===== config.mk =====
export PLATFORM = sky130hd
export DESIGN_NAME = cpu
export DESIGN_NICKNAME = d
export VERILOG_FILES = /design/src/source/cpu_pkg.sv /design/src/source/result_if.sv /design/src/source/fetch_stage.sv /design/src/source/decode_stage.sv /design/src/source/execute_stage.sv /design/src/source/memory_writeback.sv /design/src/source/cpu.sv
export SDC_FILE = /design/constraint.sdc
export NUM_CORES = 2
export LEC_CHECK = 0
export BUFFER_PORTS_ARGS = -buffer_cell sky130_fd_sc_hd__buf_2
export CAP_MARGIN = 25
export CELL_PAD_IN_SITES_DETAIL_PLACEMENT = 1
export CELL_PAD_IN_SITES_GLOBAL_PLACEMENT = 2
export CORE_MARGIN = 2
export CORE_UTILIZATION = 50
export DETAILED_ROUTE_END_ITERATION = 10
export PLACE_DENSITY_LB_ADDON = 0.1
export SYNTH_ARGS = -nofsm -noshare
export SYNTH_HDL_FRONTEND = slang
export SYNTH_SLANG_ARGS = --single-unit

===== constraint.sdc =====
create_clock -name clk -period 16.5 [get_ports clk]
set_input_delay 2.475 -clock clk [delete_from_list [all_inputs] [get_ports clk]]
set_output_delay 2.475 -clock clk [all_outputs]
set_load 0.1 [all_outputs]

===== src/source/cpu_pkg.sv =====
package cpu_pkg;

    localparam int xlen = 32;

    typedef logic [4:0] reg_addr_t;

    // Major opcodes of the supported subset
    localparam logic [6:0] op_op     = 7'b0110011;
    localparam logic [6:0] op_imm    = 7'b0010011;
    localparam logic [6:0] op_lui    = 7'b0110111;
    localparam logic [6:0] op_load   = 7'b0000011;
    localparam logic [6:0] op_store  = 7'b0100011;
    localparam logic [6:0] op_branch = 7'b1100011;
    localparam logic [6:0] op_jal    = 7'b1101111;

    typedef enum logic [3:0] {
        alu_add,
        alu_sub,
        alu_and,
        alu_or,
        alu_xor,
        alu_slt,
        alu_sll,
        alu_srl,
        alu_sra,
        alu_pass_b
    } alu_op_t;

    // All-zero value is a bubble
    typedef struct packed {
        alu_op_t alu_op;
        logic    use_imm;
        logic    reg_write;
        logic    mem_read;
        logic    mem_write;
        logic    is_branch;
        logic    branch_ne;
        logic    is_jump;
    } ctrl_t;

    typedef struct packed {
        ctrl_t            ctrl;
        logic [xlen-1:0]  pc;
        logic [xlen-1:0]  rs1_data;
        logic [xlen-1:0]  rs2_data;
        reg_addr_t        rs1;
        reg_addr_t        rs2;
        reg_addr_t        rd;
        logic [xlen-1:0]  imm;
    } id_ex_t;

    typedef struct packed {
        logic             reg_write;
        logic             mem_read;
        logic             mem_write;
        reg_addr_t        rd;
        logic [xlen-1:0]  result;
        logic [xlen-1:0]  store_data;
    } ex_mem_t;

    // ADDI x0, x0, 0
    localparam logic [xlen-1:0] nop_instr = 32'h0000_0013;

endpackage


===== src/source/result_if.sv =====
interface result_if import cpu_pkg::*; ();

    // Instruction currently in MEM
    logic             mem_valid_write;
    reg_addr_t        mem_rd;
    logic [xlen-1:0]  mem_data;

    // Instruction currently in WB
    logic             wb_write;
    reg_addr_t        wb_rd;
    logic [xlen-1:0]  wb_data;

    modport source (
        output mem_valid_write, mem_rd, mem_data,
        output wb_write, wb_rd, wb_data
    );

    modport fwd (
        input mem_valid_write, mem_rd, mem_data,
        input wb_write, wb_rd, wb_data
    );

    modport rf (
        input wb_write, wb_rd, wb_data
    );

endinterface


===== src/source/fetch_stage.sv =====
module fetch_stage import cpu_pkg::*; (
    input  logic             clk,
    input  logic             rst,
    input  logic             stall,
    input  logic             redirect,
    input  logic [xlen-1:0]  redirect_pc,
    output logic [xlen-1:0]  imem_addr,
    input  logic [xlen-1:0]  imem_data,
    output logic [xlen-1:0]  if_id_pc,
    output logic [xlen-1:0]  if_id_instr
);

    logic [xlen-1:0] pc;
    logic [xlen-1:0] pc_next;

    // Redirect wins, a stall holds the current fetch
    always_comb begin
        if (redirect) begin
            pc_next = redirect_pc;
        end else if (stall) begin
            pc_next = pc;
        end else begin
            pc_next = pc + 32'd4;
        end
    end

    always_ff @(posedge clk) begin
        if (rst) begin
            pc <= '0;
        end else begin
            pc <= pc_next;
        end
    end

    // Instruction memory answers in the same cycle
    assign imem_addr = pc;

    always_ff @(posedge clk) begin
        if (rst || redirect) begin
            if_id_instr <= nop_instr;
        end else if (!stall) begin
            if_id_instr <= imem_data;
        end
        if (!stall) begin
            if_id_pc <= pc;
        end
    end

endmodule


===== src/source/decode_stage.sv =====
module decode_stage import cpu_pkg::*; (
    input  logic             clk,
    input  logic             rst,
    input  logic [xlen-1:0]  if_id_pc,
    input  logic [xlen-1:0]  if_id_instr,
    input  logic             redirect,
    result_if.rf             rf,
    output logic             stall,
    output id_ex_t           id_ex
);

    logic [6:0]       opcode;
    logic [2:0]       funct3;
    logic             alt_op;
    reg_addr_t        rs1;
    reg_addr_t        rs2;
    reg_addr_t        rd;
    ctrl_t            ctrl;
    logic [xlen-1:0]  imm;
    logic [xlen-1:0]  rs1_data;
    logic [xlen-1:0]  rs2_data;
    logic             uses_rs1;
    logic             uses_rs2;
    logic [xlen-1:0]  regs [1:31];

    assign opcode = if_id_instr[6:0];
    assign rd     = if_id_instr[11:7];
    assign funct3 = if_id_instr[14:12];
    assign rs1    = if_id_instr[19:15];
    assign rs2    = if_id_instr[24:20];
    assign alt_op = if_id_instr[30];

    always_comb begin
        ctrl = '0;
        case (opcode)
            op_op: begin
                ctrl.reg_write = 1'b1;
                case (funct3)
                    3'b000:  ctrl.alu_op = alt_op ? alu_sub : alu_add;
                    3'b001:  ctrl.alu_op = alu_sll;
                    3'b010:  ctrl.alu_op = alu_slt;
                    3'b100:  ctrl.alu_op = alu_xor;
                    3'b101:  ctrl.alu_op = alt_op ? alu_sra : alu_srl;
                    3'b110:  ctrl.alu_op = alu_or;
                    3'b111:  ctrl.alu_op = alu_and;
                    default: ctrl.alu_op = alu_add;
                endcase
            end
            op_imm: begin
                ctrl.reg_write = 1'b1;
                ctrl.use_imm   = 1'b1;
                case (funct3)
                    3'b010:  ctrl.alu_op = alu_slt;
                    3'b100:  ctrl.alu_op = alu_xor;
                    3'b110:  ctrl.alu_op = alu_or;
                    3'b111:  ctrl.alu_op = alu_and;
                    default: ctrl.alu_op = alu_add;
                endcase
            end
            op_lui: begin
                ctrl.reg_write = 1'b1;
                ctrl.use_imm   = 1'b1;
                ctrl.alu_op    = alu_pass_b;
            end
            op_load: begin
                ctrl.reg_write = 1'b1;
                ctrl.mem_read  = 1'b1;
                ctrl.use_imm   = 1'b1;
            end
            op_store: begin
                ctrl.mem_write = 1'b1;
                ctrl.use_imm   = 1'b1;
            end
            op_branch: begin
                ctrl.is_branch = 1'b1;
                ctrl.branch_ne = funct3[0];
            end
            op_jal: begin
                ctrl.reg_write = 1'b1;
                ctrl.is_jump   = 1'b1;
            end
            // Anything else decodes as a bubble
            default: ctrl = '0;
        endcase
    end

    always_comb begin
        case (opcode)
            op_store:  imm = {{20{if_id_instr[31]}}, if_id_instr[31:25], if_id_instr[11:7]};
            op_branch: imm = {{19{if_id_instr[31]}}, if_id_instr[31], if_id_instr[7],
                              if_id_instr[30:25], if_id_instr[11:8], 1'b0};
            op_lui:    imm = {if_id_instr[31:12], 12'b0};
            op_jal:    imm = {{11{if_id_instr[31]}}, if_id_instr[31], if_id_instr[19:12],
                              if_id_instr[20], if_id_instr[30:21], 1'b0};
            default:   imm = {{20{if_id_instr[31]}}, if_id_instr[31:20]};
        endcase
    end

    always_ff @(posedge clk) begin
        if (rf.wb_write && rf.wb_rd != '0) begin
            regs[rf.wb_rd] <= rf.wb_data;
        end
    end

    // x0 reads zero, WB write is visible in the same cycle
    function automatic logic [xlen-1:0] read_reg(reg_addr_t addr);
        if (addr == '0) begin
            return '0;
        end else if (rf.wb_write && rf.wb_rd == addr) begin
            return rf.wb_data;
        end
        return regs[addr];
    endfunction

    always_comb begin
        rs1_data = read_reg(rs1);
        rs2_data = read_reg(rs2);
    end

    // Load in EX feeding this instruction
    assign uses_rs1 = (opcode != op_lui) && (opcode != op_jal);
    assign uses_rs2 = (opcode == op_op) || (opcode == op_store) || (opcode == op_branch);
    assign stall = id_ex.ctrl.mem_read && (id_ex.rd != '0) &&
                   ((uses_rs1 && id_ex.rd == rs1) || (uses_rs2 && id_ex.rd == rs2));

    always_ff @(posedge clk) begin
        if (rst || stall || redirect) begin
            id_ex.ctrl <= '0;
        end else begin
            id_ex.ctrl <= ctrl;
        end
        id_ex.pc       <= if_id_pc;
        id_ex.rs1_data <= rs1_data;
        id_ex.rs2_data <= rs2_data;
        id_ex.rs1      <= rs1;
        id_ex.rs2      <= rs2;
        id_ex.rd       <= rd;
        id_ex.imm      <= imm;
    end

endmodule


===== src/source/execute_stage.sv =====
module execute_stage import cpu_pkg::*; (
    input  logic             clk,
    input  logic             rst,
    input  id_ex_t           id_ex,
    result_if.fwd            fwd,
    output logic             redirect,
    output logic [xlen-1:0]  redirect_pc,
    output ex_mem_t          ex_mem
);

    logic [xlen-1:0] op_a;
    logic [xlen-1:0] rs2_val;
    logic [xlen-1:0] op_b;
    logic [xlen-1:0] alu_out;
    logic [xlen-1:0] result;
    logic            equal;
    logic            taken;

    // Youngest producer first, x0 is never forwarded
    function automatic logic [xlen-1:0] fwd_operand(reg_addr_t src, logic [xlen-1:0] id_val);
        if (src == '0) begin
            return id_val;
        end else if (fwd.mem_valid_write && fwd.mem_rd == src) begin
            return fwd.mem_data;
        end else if (fwd.wb_write && fwd.wb_rd == src) begin
            return fwd.wb_data;
        end
        return id_val;
    endfunction

    always_comb begin
        op_a    = fwd_operand(id_ex.rs1, id_ex.rs1_data);
        rs2_val = fwd_operand(id_ex.rs2, id_ex.rs2_data);
    end

    assign op_b = id_ex.ctrl.use_imm ? id_ex.imm : rs2_val;

    always_comb begin
        case (id_ex.ctrl.alu_op)
            alu_add:    alu_out = op_a + op_b;
            alu_sub:    alu_out = op_a - op_b;
            alu_and:    alu_out = op_a & op_b;
            alu_or:     alu_out = op_a | op_b;
            alu_xor:    alu_out = op_a ^ op_b;
            alu_slt:    alu_out = {{(xlen-1){1'b0}}, $signed(op_a) < $signed(op_b)};
            alu_sll:    alu_out = op_a << op_b[4:0];
            alu_srl:    alu_out = op_a >> op_b[4:0];
            alu_sra:    alu_out = $signed(op_a) >>> op_b[4:0];
            alu_pass_b: alu_out = op_b;
            default:    alu_out = op_a + op_b;
        endcase
    end

    // BEQ and BNE share the comparator
    assign equal = (op_a == rs2_val);
    assign taken = id_ex.ctrl.is_branch && (equal ^ id_ex.ctrl.branch_ne);

    assign redirect    = taken || id_ex.ctrl.is_jump;
    assign redirect_pc = id_ex.pc + id_ex.imm;

    // Link value for JAL
    assign result = id_ex.ctrl.is_jump ? id_ex.pc + 32'd4 : alu_out;

    always_ff @(posedge clk) begin
        if (rst) begin
            ex_mem.reg_write <= 1'b0;
            ex_mem.mem_read  <= 1'b0;
            ex_mem.mem_write <= 1'b0;
        end else begin
            ex_mem.reg_write <= id_ex.ctrl.reg_write;
            ex_mem.mem_read  <= id_ex.ctrl.mem_read;
            ex_mem.mem_write <= id_ex.ctrl.mem_write;
        end
        ex_mem.rd         <= id_ex.rd;
        ex_mem.result     <= result;
        ex_mem.store_data <= rs2_val;
    end

endmodule


===== src/source/memory_writeback.sv =====
module memory_writeback import cpu_pkg::*; (
    input  logic             clk,
    input  logic             rst,
    input  ex_mem_t          ex_mem,
    output logic [xlen-1:0]  dm_addr,
    output logic [xlen-1:0]  dm_wdata,
    output logic             dm_we,
    input  logic [xlen-1:0]  dm_rdata,
    result_if.source         res
);

    logic             wb_write;
    reg_addr_t        wb_rd;
    logic [xlen-1:0]  wb_data;

    // Data port straight from EX/MEM
    assign dm_addr  = ex_mem.result;
    assign dm_wdata = ex_mem.store_data;
    assign dm_we    = ex_mem.mem_write;

    always_ff @(posedge clk) begin
        if (rst) begin
            wb_write <= 1'b0;
        end else begin
            wb_write <= ex_mem.reg_write;
        end
        wb_rd <= ex_mem.rd;
        // Load data arrives combinationally from the memory
        wb_data <= ex_mem.mem_read ? dm_rdata : ex_mem.result;
    end

    // A load in MEM has no value yet, decode stalls for it
    assign res.mem_valid_write = ex_mem.reg_write && !ex_mem.mem_read;
    assign res.mem_rd          = ex_mem.rd;
    assign res.mem_data        = ex_mem.result;

    assign res.wb_write = wb_write;
    assign res.wb_rd    = wb_rd;
    assign res.wb_data  = wb_data;

endmodule


===== src/source/cpu.sv =====
module cpu import cpu_pkg::*; (
    input  logic             clk,
    input  logic             rst,
    output logic [xlen-1:0]  imem_addr,
    input  logic [xlen-1:0]  imem_data,
    output logic [xlen-1:0]  dm_addr,
    output logic             dm_we,
    output logic [xlen-1:0]  dm_wdata,
    input  logic [xlen-1:0]  dm_rdata
);

    logic             stall;
    logic             redirect;
    logic [xlen-1:0]  redirect_pc;
    logic [xlen-1:0]  if_id_pc;
    logic [xlen-1:0]  if_id_instr;
    id_ex_t           id_ex;
    ex_mem_t          ex_mem;

    // MEM and WB results for forwarding and register write
    result_if res ();

    fetch_stage fetch0 (
        .clk         (clk),
        .rst         (rst),
        .stall       (stall),
        .redirect    (redirect),
        .redirect_pc (redirect_pc),
        .imem_addr   (imem_addr),
        .imem_data   (imem_data),
        .if_id_pc    (if_id_pc),
        .if_id_instr (if_id_instr)
    );

    decode_stage decode0 (
        .clk         (clk),
        .rst         (rst),
        .if_id_pc    (if_id_pc),
        .if_id_instr (if_id_instr),
        .redirect    (redirect),
        .rf          (res.rf),
        .stall       (stall),
        .id_ex       (id_ex)
    );

    execute_stage execute0 (
        .clk         (clk),
        .rst         (rst),
        .id_ex       (id_ex),
        .fwd         (res.fwd),
        .redirect    (redirect),
        .redirect_pc (redirect_pc),
        .ex_mem      (ex_mem)
    );

    memory_writeback mem_wb0 (
        .clk      (clk),
        .rst      (rst),
        .ex_mem   (ex_mem),
        .dm_addr  (dm_addr),
        .dm_wdata (dm_wdata),
        .dm_we    (dm_we),
        .dm_rdata (dm_rdata),
        .res      (res.source)
    );

endmodule


# Word-level counts from Yosys, hierarchy flattened
# Memory sizes are Yosys's and may differ from the RTL's. A register that Yosys moved wholly into a read port is not among the register bits.
# Cells that the tools add are included.
[word_totals]
n_memories = 1
mem_bits_ro = 0
wordCells = 156
output_inout_bits = 97
ram_bits = 992
inputBits = 66
latch_bits = 0
regBits = 360
[op_classes]
order_cmp = 1
eq_ne = 34
n_mul = 0
muxes = 48
addsub = 5
n_reduce_logical = 32
shifts = 3
n_bitwise = 5
div = 0
[memory_table]
columns = ["memory", "depth", "word_bits", "rd", "rd_clocked_by_memory_dff", "write_ports", "line", "text"]
rows = [
  ["decode0.regs", 31, 32, 2, 2, 1, "decode_stage.sv:24", "logic [xlen-1:0] regs [1:31];"],
]
[op_table]
columns = ["operator", "n"]
rows = [
  ["2-to-1 mux 32 bit", 19],
  ["one-hot mux 32 bit (9 select lines)", 1],
  ["one-hot mux 31 bit (4 select lines)", 1],
  ["adder 32 x 3 -> 32 bit (second input constant)", 2],
  ["adder 32 bit", 2],
  ["equality test 5 bit", 8],
  ["bitwise AND 32 bit", 1],
  ["equality test 32 bit", 1],
  ["< comparator 32 bit", 1],
  ["bitwise OR 32 bit", 1],
  ["left shift 32 x 5 -> 32 bit", 1],
  [">> shifter 32 x 5 -> 32 bit", 1],
  [">>> shifter 32 x 5 -> 32 bit", 1],
  ["subtractor 32 bit", 1],
  ["bitwise XOR 32 bit", 1],
  ["one-hot mux 4 bit (7 select lines)", 1],
  ["equality test 7 x 6 -> 1 bit (second input constant)", 3],
  ["zero test 5 bit", 4],
  ["2-to-1 mux 5 bit", 4],
  ["2-to-1 mux 1 bit", 18],
  ["equality test 4 x 3 -> 1 bit (second input constant)", 4],
  ["equality test 7 bit (second input constant)", 2],
  ["logical AND 1 bit", 14],
  ["equality test 3 bit (second input constant)", 4],
  ["23 further kinds", 32],
]

# Depth between registers and ports, before layout
[depth]
ltp_word = 12
mapped_depth = 26
depth_no_buf = 20

# Modules after synthesis
# Synthesis repeated with hierarchy kept, for this count alone.
[hier_totals]
cells_unflattened = 5364
hier_area_um2 = 71339.7
[by_module_without_submodules]
columns = ["module", "n_inst", "area_per_inst_um2", "cells_each"]
rows = [
  ["decode_stage", 1, 50091.8, 2724],
  ["execute_stage", 1, 15167.0, 2081],
  ["fetch_stage", 1, 4001.3, 381],
  ["memory_writeback", 1, 2079.5, 178],
]

# Least setup slack after synthesis
# No wires, ideal clock.
[synth_path]
kind = "register -> register"
from = "register, netlist name decode0.id_ex[41]"
to = "register, netlist name execute0.ex_mem[62]"
arrival_ps = 5409
path_stages_with_launch = 25
setup_slack_ps = 10969
setup_time_ps = 122
cell_sequence = "dfxtp_1 > xor2_1 > nor4_4 > and2_1 > buf_2 > buf_4 > clkbuf_1 > o31ai_1 > a21oi_1 > o21a_1 > buf_2 > clkbuf_1 > clkbuf_1 > ha_1 > clkbuf_1 > a2111oi_0 > nor3_1 > a211oi_1 > a31oi_1 > o21ai_0 > a211oi_1 > o31ai_1 > xnor2_1 > nor2_1 > o32a_1"
[synth_between]
elab_chain_len = 10
elab_cells_between_ends = 22
[synth_lines]
columns = ["element", "line", "text"]
rows = [
  ["equality test 5 bit", "execute_stage.sv:25", "end else if (fwd.wb_write && fwd.wb_rd == src) begin"],
  ["logical AND 1 bit", "execute_stage.sv:25", ""],
  ["2-to-1 mux 1 bit", "execute_stage.sv:25", ""],
  ["2-to-1 mux 1 bit", "execute_stage.sv:23", "end else if (fwd.mem_valid_write && fwd.mem_rd == src) begin"],
  ["2-to-1 mux 1 bit", "execute_stage.sv:21", "if (src == '0) begin"],
  ["2-to-1 mux 32 bit *", "execute_stage.sv:28", "return id_val;"],
  ["2-to-1 mux 32 bit *", "execute_stage.sv:36", "assign op_b = id_ex.ctrl.use_imm ? id_ex.imm : rs2_val;"],
  ["adder 32 bit (tied with other cells)", "execute_stage.sv:40, execute_stage.sv:50", ""],
  ["one-hot mux 32 bit (9 select lines) *", "execute_stage.sv:39", "case (id_ex.ctrl.alu_op)"],
  ["2-to-1 mux 32 bit *", "execute_stage.sv:62", "assign result = id_ex.ctrl.is_jump ? id_ex.pc + 32'd4 : alu_out;"],
  ["via execute0.result[30]", "execute_stage.sv:15", "logic [xlen-1:0] result;"],
]
# The timed path passes the listed nets; every way through them passes the cells marked *.
# A chain may end at the register's enable or synchronous reset.

# Worst setup path after layout
[layout_path]
from = "register mem_wb0.wb_rd[4], in the netlist mem_wb0.res.wb_rd[4]"
to = "register, netlist name execute0.ex_mem[62]"
[layout_between]
elab_chain_len = 10
elab_cells_between_ends = 23
[layout_lines]
columns = ["element", "line", "text"]
rows = [
  ["from (decl)", "memory_writeback.sv:13", "reg_addr_t wb_rd;"],
  ["from (signal assigned)", "memory_writeback.sv:27", "wb_rd <= ex_mem.rd;"],
  ["equality test 5 bit *", "execute_stage.sv:25", ""],
  ["logical AND 1 bit *", "execute_stage.sv:25", ""],
  ["2-to-1 mux 1 bit *", "execute_stage.sv:25", ""],
  ["2-to-1 mux 1 bit *", "execute_stage.sv:23", ""],
  ["2-to-1 mux 1 bit *", "execute_stage.sv:21", ""],
  ["2-to-1 mux 32 bit *", "execute_stage.sv:28", ""],
  ["via execute0.rs2_val[5]", "execute_stage.sv:12", "logic [xlen-1:0] rs2_val;"],
  ["2-to-1 mux 32 bit *", "execute_stage.sv:36", ""],
  ["adder 32 bit / subtractor 32 bit (equally long branches)", "execute_stage.sv:40, execute_stage.sv:50, execute_stage.sv:41", ""],
  ["one-hot mux 32 bit (9 select lines) *", "execute_stage.sv:39", ""],
  ["2-to-1 mux 32 bit *", "execute_stage.sv:62", ""],
  ["via execute0.result[30]", "execute_stage.sv:15", ""],
]
# Marks and branches as above.

==> impl_metrics.json <==
{
  "outcome": "complete, no violations",
  "crit_path_start_kind": "register",
  "final_area_mm2": 0.0794,
  "antenna_found_initial": 11,
  "grt_pass1_vias": 50300,
  "syn_inst": 5110,
  "dieArea_mm2": 0.146,
  "synth_xor_xnor_area_share_pct": 2.10,
  "initial_core_util_pct": 50.4,
  "clkSinkCount": 1362,
  "grt_max_degree": 92,
  "synth_edf_count": 1024,
  "ys_ff_latch": 1362,
  "routabilityCongestion": 1.06,
  "synth_top_family_by_area": "multiplexers",
  "yosys_warnings": 0,
  "dr.pass1.iters": 6,
  "num-nets-final": 5359,
  "max-vdd-ir-drop_mv": 0.115,
  "clk_pin_slew_ns": 0.06,
  "relSlewSlack_pct": 17.7,
  "cp.required_ns": 17.21,
  "post_cts.repair.setup_buffers": 0,
  "maxCapViolCount": 0,
  "period_minus_slack_ns": 7.33,
  "end_kind": "register",
  "post_cts_resized": 0,
  "fill_cells": 13400,
  "place_area_mm2": 0.0742,
  "overflow": 0,
  "reg2reg_depth": 19,
  "utilization_pct": 56.1,
  "setup_viol": 0,
  "cts_made_buffers": 150,
  "post_synth.cell_area_avg_um2": 14.0,
  "viasPerCell": 6.89,
  "cp_cell_sequence": "xor2_1 > nor4_4 > nand3_4 > a21oi_2 > o221ai_1 > mux2i_1 > inv_1 > ha_1 > inv_1 > a2111oi_0 > nor3_1 > a211oi_1 > a31oi_1 > o21ai_0 > a211oi_1 > o31ai_1 > xnor2_1 > nor2_1 > o32a_1",
  "pre_cts_ws_ns": 9.28,
  "leakage_nw": 27.4,
  "cts_tree": "yes",
  "place_hpwl_um": 179000,
  "num_rows": 138,
  "clk-insertion-delay-late_ns": 0.82,
  "slew_viol_final": 0,
  "crit_type": "reg -> reg",
  "finalCritPeriodShare_pct": 44.5,
  "whs_ns": 0.330,
  "fp.coreArea_mm2": 0.142,
  "post_drt_wl_per_cell_um": 38.4,
  "synthMuxAreaShare_pct": 24.1,
  "dieWidth_um": 382,
  "grt_usage_pct": 37.7,
  "tightestPinTransition_ns": 1.23,
  "ant_nets": 0,
  "via_count": 49500,
  "syn_to_final_growth_pct": 11.3,
  "cp_max_fo": 28,
  "slowest_delay_ns": 0.85,
  "max_clock_freq_mhz": 136,
  "startpoint": "mem_wb0.res.wb_rd[4]",
  "htreeDepth": 4,
  "cts-root-buf": "clkbuf_16",
  "grt_pass1_wl_um": 389000,
  "syn-num-nets": 5309,
  "timing.rr.start": "mem_wb0.res.wb_rd[4]",
  "r2r_setup_slack_ns": 9.17,
  "drc_errors": 0,
  "finClkSkew_ns": 0.0736,
  "drive_above_1_share_pct": 25.2,
  "critPathTopFamily": "compound AO/OA/AOI/OAI gates",
  "powerDensity_mw_per_mm2": 133,
  "cpMaxStageDelayCell": "dfxtp_1",
  "cts-hold-fix-buffers": 0,
  "clk_path_buf_depth": 3,
  "final_common_cell": "edfxtp_1",
  "hp-class": "reg -> reg",
  "wl_um": 276000,
  "rr_endpoint": "execute0.ex_mem[62]",
  "hold_viol_final": 0,
  "ys_dominant_reg_cell": "edfxtp_1",
  "synthSimpleGateAreaFrac_pct": 6.11,
  "cp.depth": 19,
  "setup-tns-final_ns": 0,
  "ys_types": 103,
  "crit_end": "execute0.ex_mem[62]",
  "pin_count": 163,
  "seq_area_frac_synth_pct": 52.6,
  "crit_arrival_ns": 8.04,
  "synth_fa_ha_area_share_pct": 2.36,
  "syn_area_mm2": 0.0713,
  "crit_buf_inv": 2,
  "io_buffers": 162,
  "fin_ws_ns": 9.17,
  "layout_common_cells": "edfxtp_1, mux4_2, nor2_1",
  "fp.dieH_um": 382,
  "synth-async-reset-ratio_pct": 0,
  "drtIter0Drc": 5909,
  "synth_compound_area_share_pct": 9.12,
  "grt_setup_unrepaired": "no"
}
[flip-flops by register name, summed over array words and instances (netlist names), named ones only]
signal / flops
fetch0.imem_addr: 32
mem_wb0.res.wb_write: 1
decode0.regs: 992
fetch0.if_id_pc: 32
mem_wb0.res.wb_data: 32
decode0.id_ex: 154
execute0.ex_mem: 72
mem_wb0.res.wb_rd: 5
fetch0.if_id_instr: 32
[worst min path at each step]
stage                        start            endpoint  slack, ns  cells after the start
2_1_floorplan   fetch0.if_id_pc[0]  decode0.id_ex[111]       0.32                      0
3_3_place_gp   fetch0.if_id_pc[17]  decode0.id_ex[128]       0.32                      0
3_5_place_dp    fetch0.if_id_pc[4]  decode0.id_ex[115]       0.33                      0
4_1_cts         fetch0.if_id_pc[0]  decode0.id_ex[111]       0.34                      0
5_1_grt        fetch0.if_id_pc[22]  decode0.id_ex[133]       0.35                      0
6_report        fetch0.if_id_pc[0]  decode0.id_ex[111]       0.33                      0
[per-stage QoR]
| stage | std cells | total power, W |
|---|---|---|
| 2_1_floorplan | 5110 | 0.00605 |
| 3_3_place_gp | 6888 | 0.00696 |
| 3_5_place_dp | 6894 | 0.00702 |
| 4_1_cts | 7171 | 0.0105 |
| 5_1_grt | 7180 | 0.0108 |
| 6_report | 7181 | 0.0106 |
[synth_stat cells, drive strengths merged, types with 10 or more instances]
cell       n  area, um2
o31ai     38        285
o221ai    26        234
xnor2    105        920
a31oi     37        231
mux2     123       1420
ha       130       1630
nor2     369       1390
o21ai    132        661
o21bai    20        150
mux4     559      12600
buf      192       1080
a221o     15        150
o211ai    28        210
edfxtp  1024      30700
a21oi    242       1230
xor2      66        578
a22o      12        105
dfxtp    338       6770
a211o     10       87.6
nand4     59        369
nor4      26        241
or3       15       93.8
and2      15       93.8
clkbuf   236        886
inv      151        567
a22oi     18        135
nand2    178        678
nor3      58        300
o21a      14        105
a211oi   172       1300
nor2b     29        181
a21o      37        278
mux2i    318       3210
nand3     51        273
and3      30        188
nand2b    24        165
o22ai     33        206
a221oi    26        228
[power breakdown]
part / internal, W / switching, W / total [W] / leakage [nW]
clock network: 0.00201 / 0.00149 / 0.00350 / 2.48
logic: 0.000740 / 0.00189 / 0.00263 / 12.8
registers: 0.00417 / 0.000245 / 0.00442 / 12.1
[logic make-up after synthesis]
group,Yosys count
AND/OR/NAND/NOR,902
buffers and inverters,583
adder cells (fa/ha/maj),133
multiplexers,1000
AO/OA/AOI/OAI,959
flip-flops,1362
XOR/XNOR,171
[layer usage]
| metal | global-route usage, % | part of all wire, % | wire [um] |
|---|---|---|---|
| met5 | 0 | 0.013 | 35 |
| met4 | 22.1 | 6.9 | 19100 |
| met3 | 6.93 | 8.9 | 24600 |
| met2 | 58.3 | 46 | 127000 |
| met1 | 50.1 | 38 | 105000 |
[cell type report]
class	instances	area [um2]	share of cell area [%]
sequential	1362	37600	47.3
clock buffer	190	4030	5.08
clock inverter	87	1110	1.40
timing repair buffer	326	2190	2.76
antenna	6	15.0	0.0189
multi-input combinational	3165	31500	39.7
inverter	155	583	0.734
tap	1890	2360	2.98
Power figures use the tool's default switching activity.
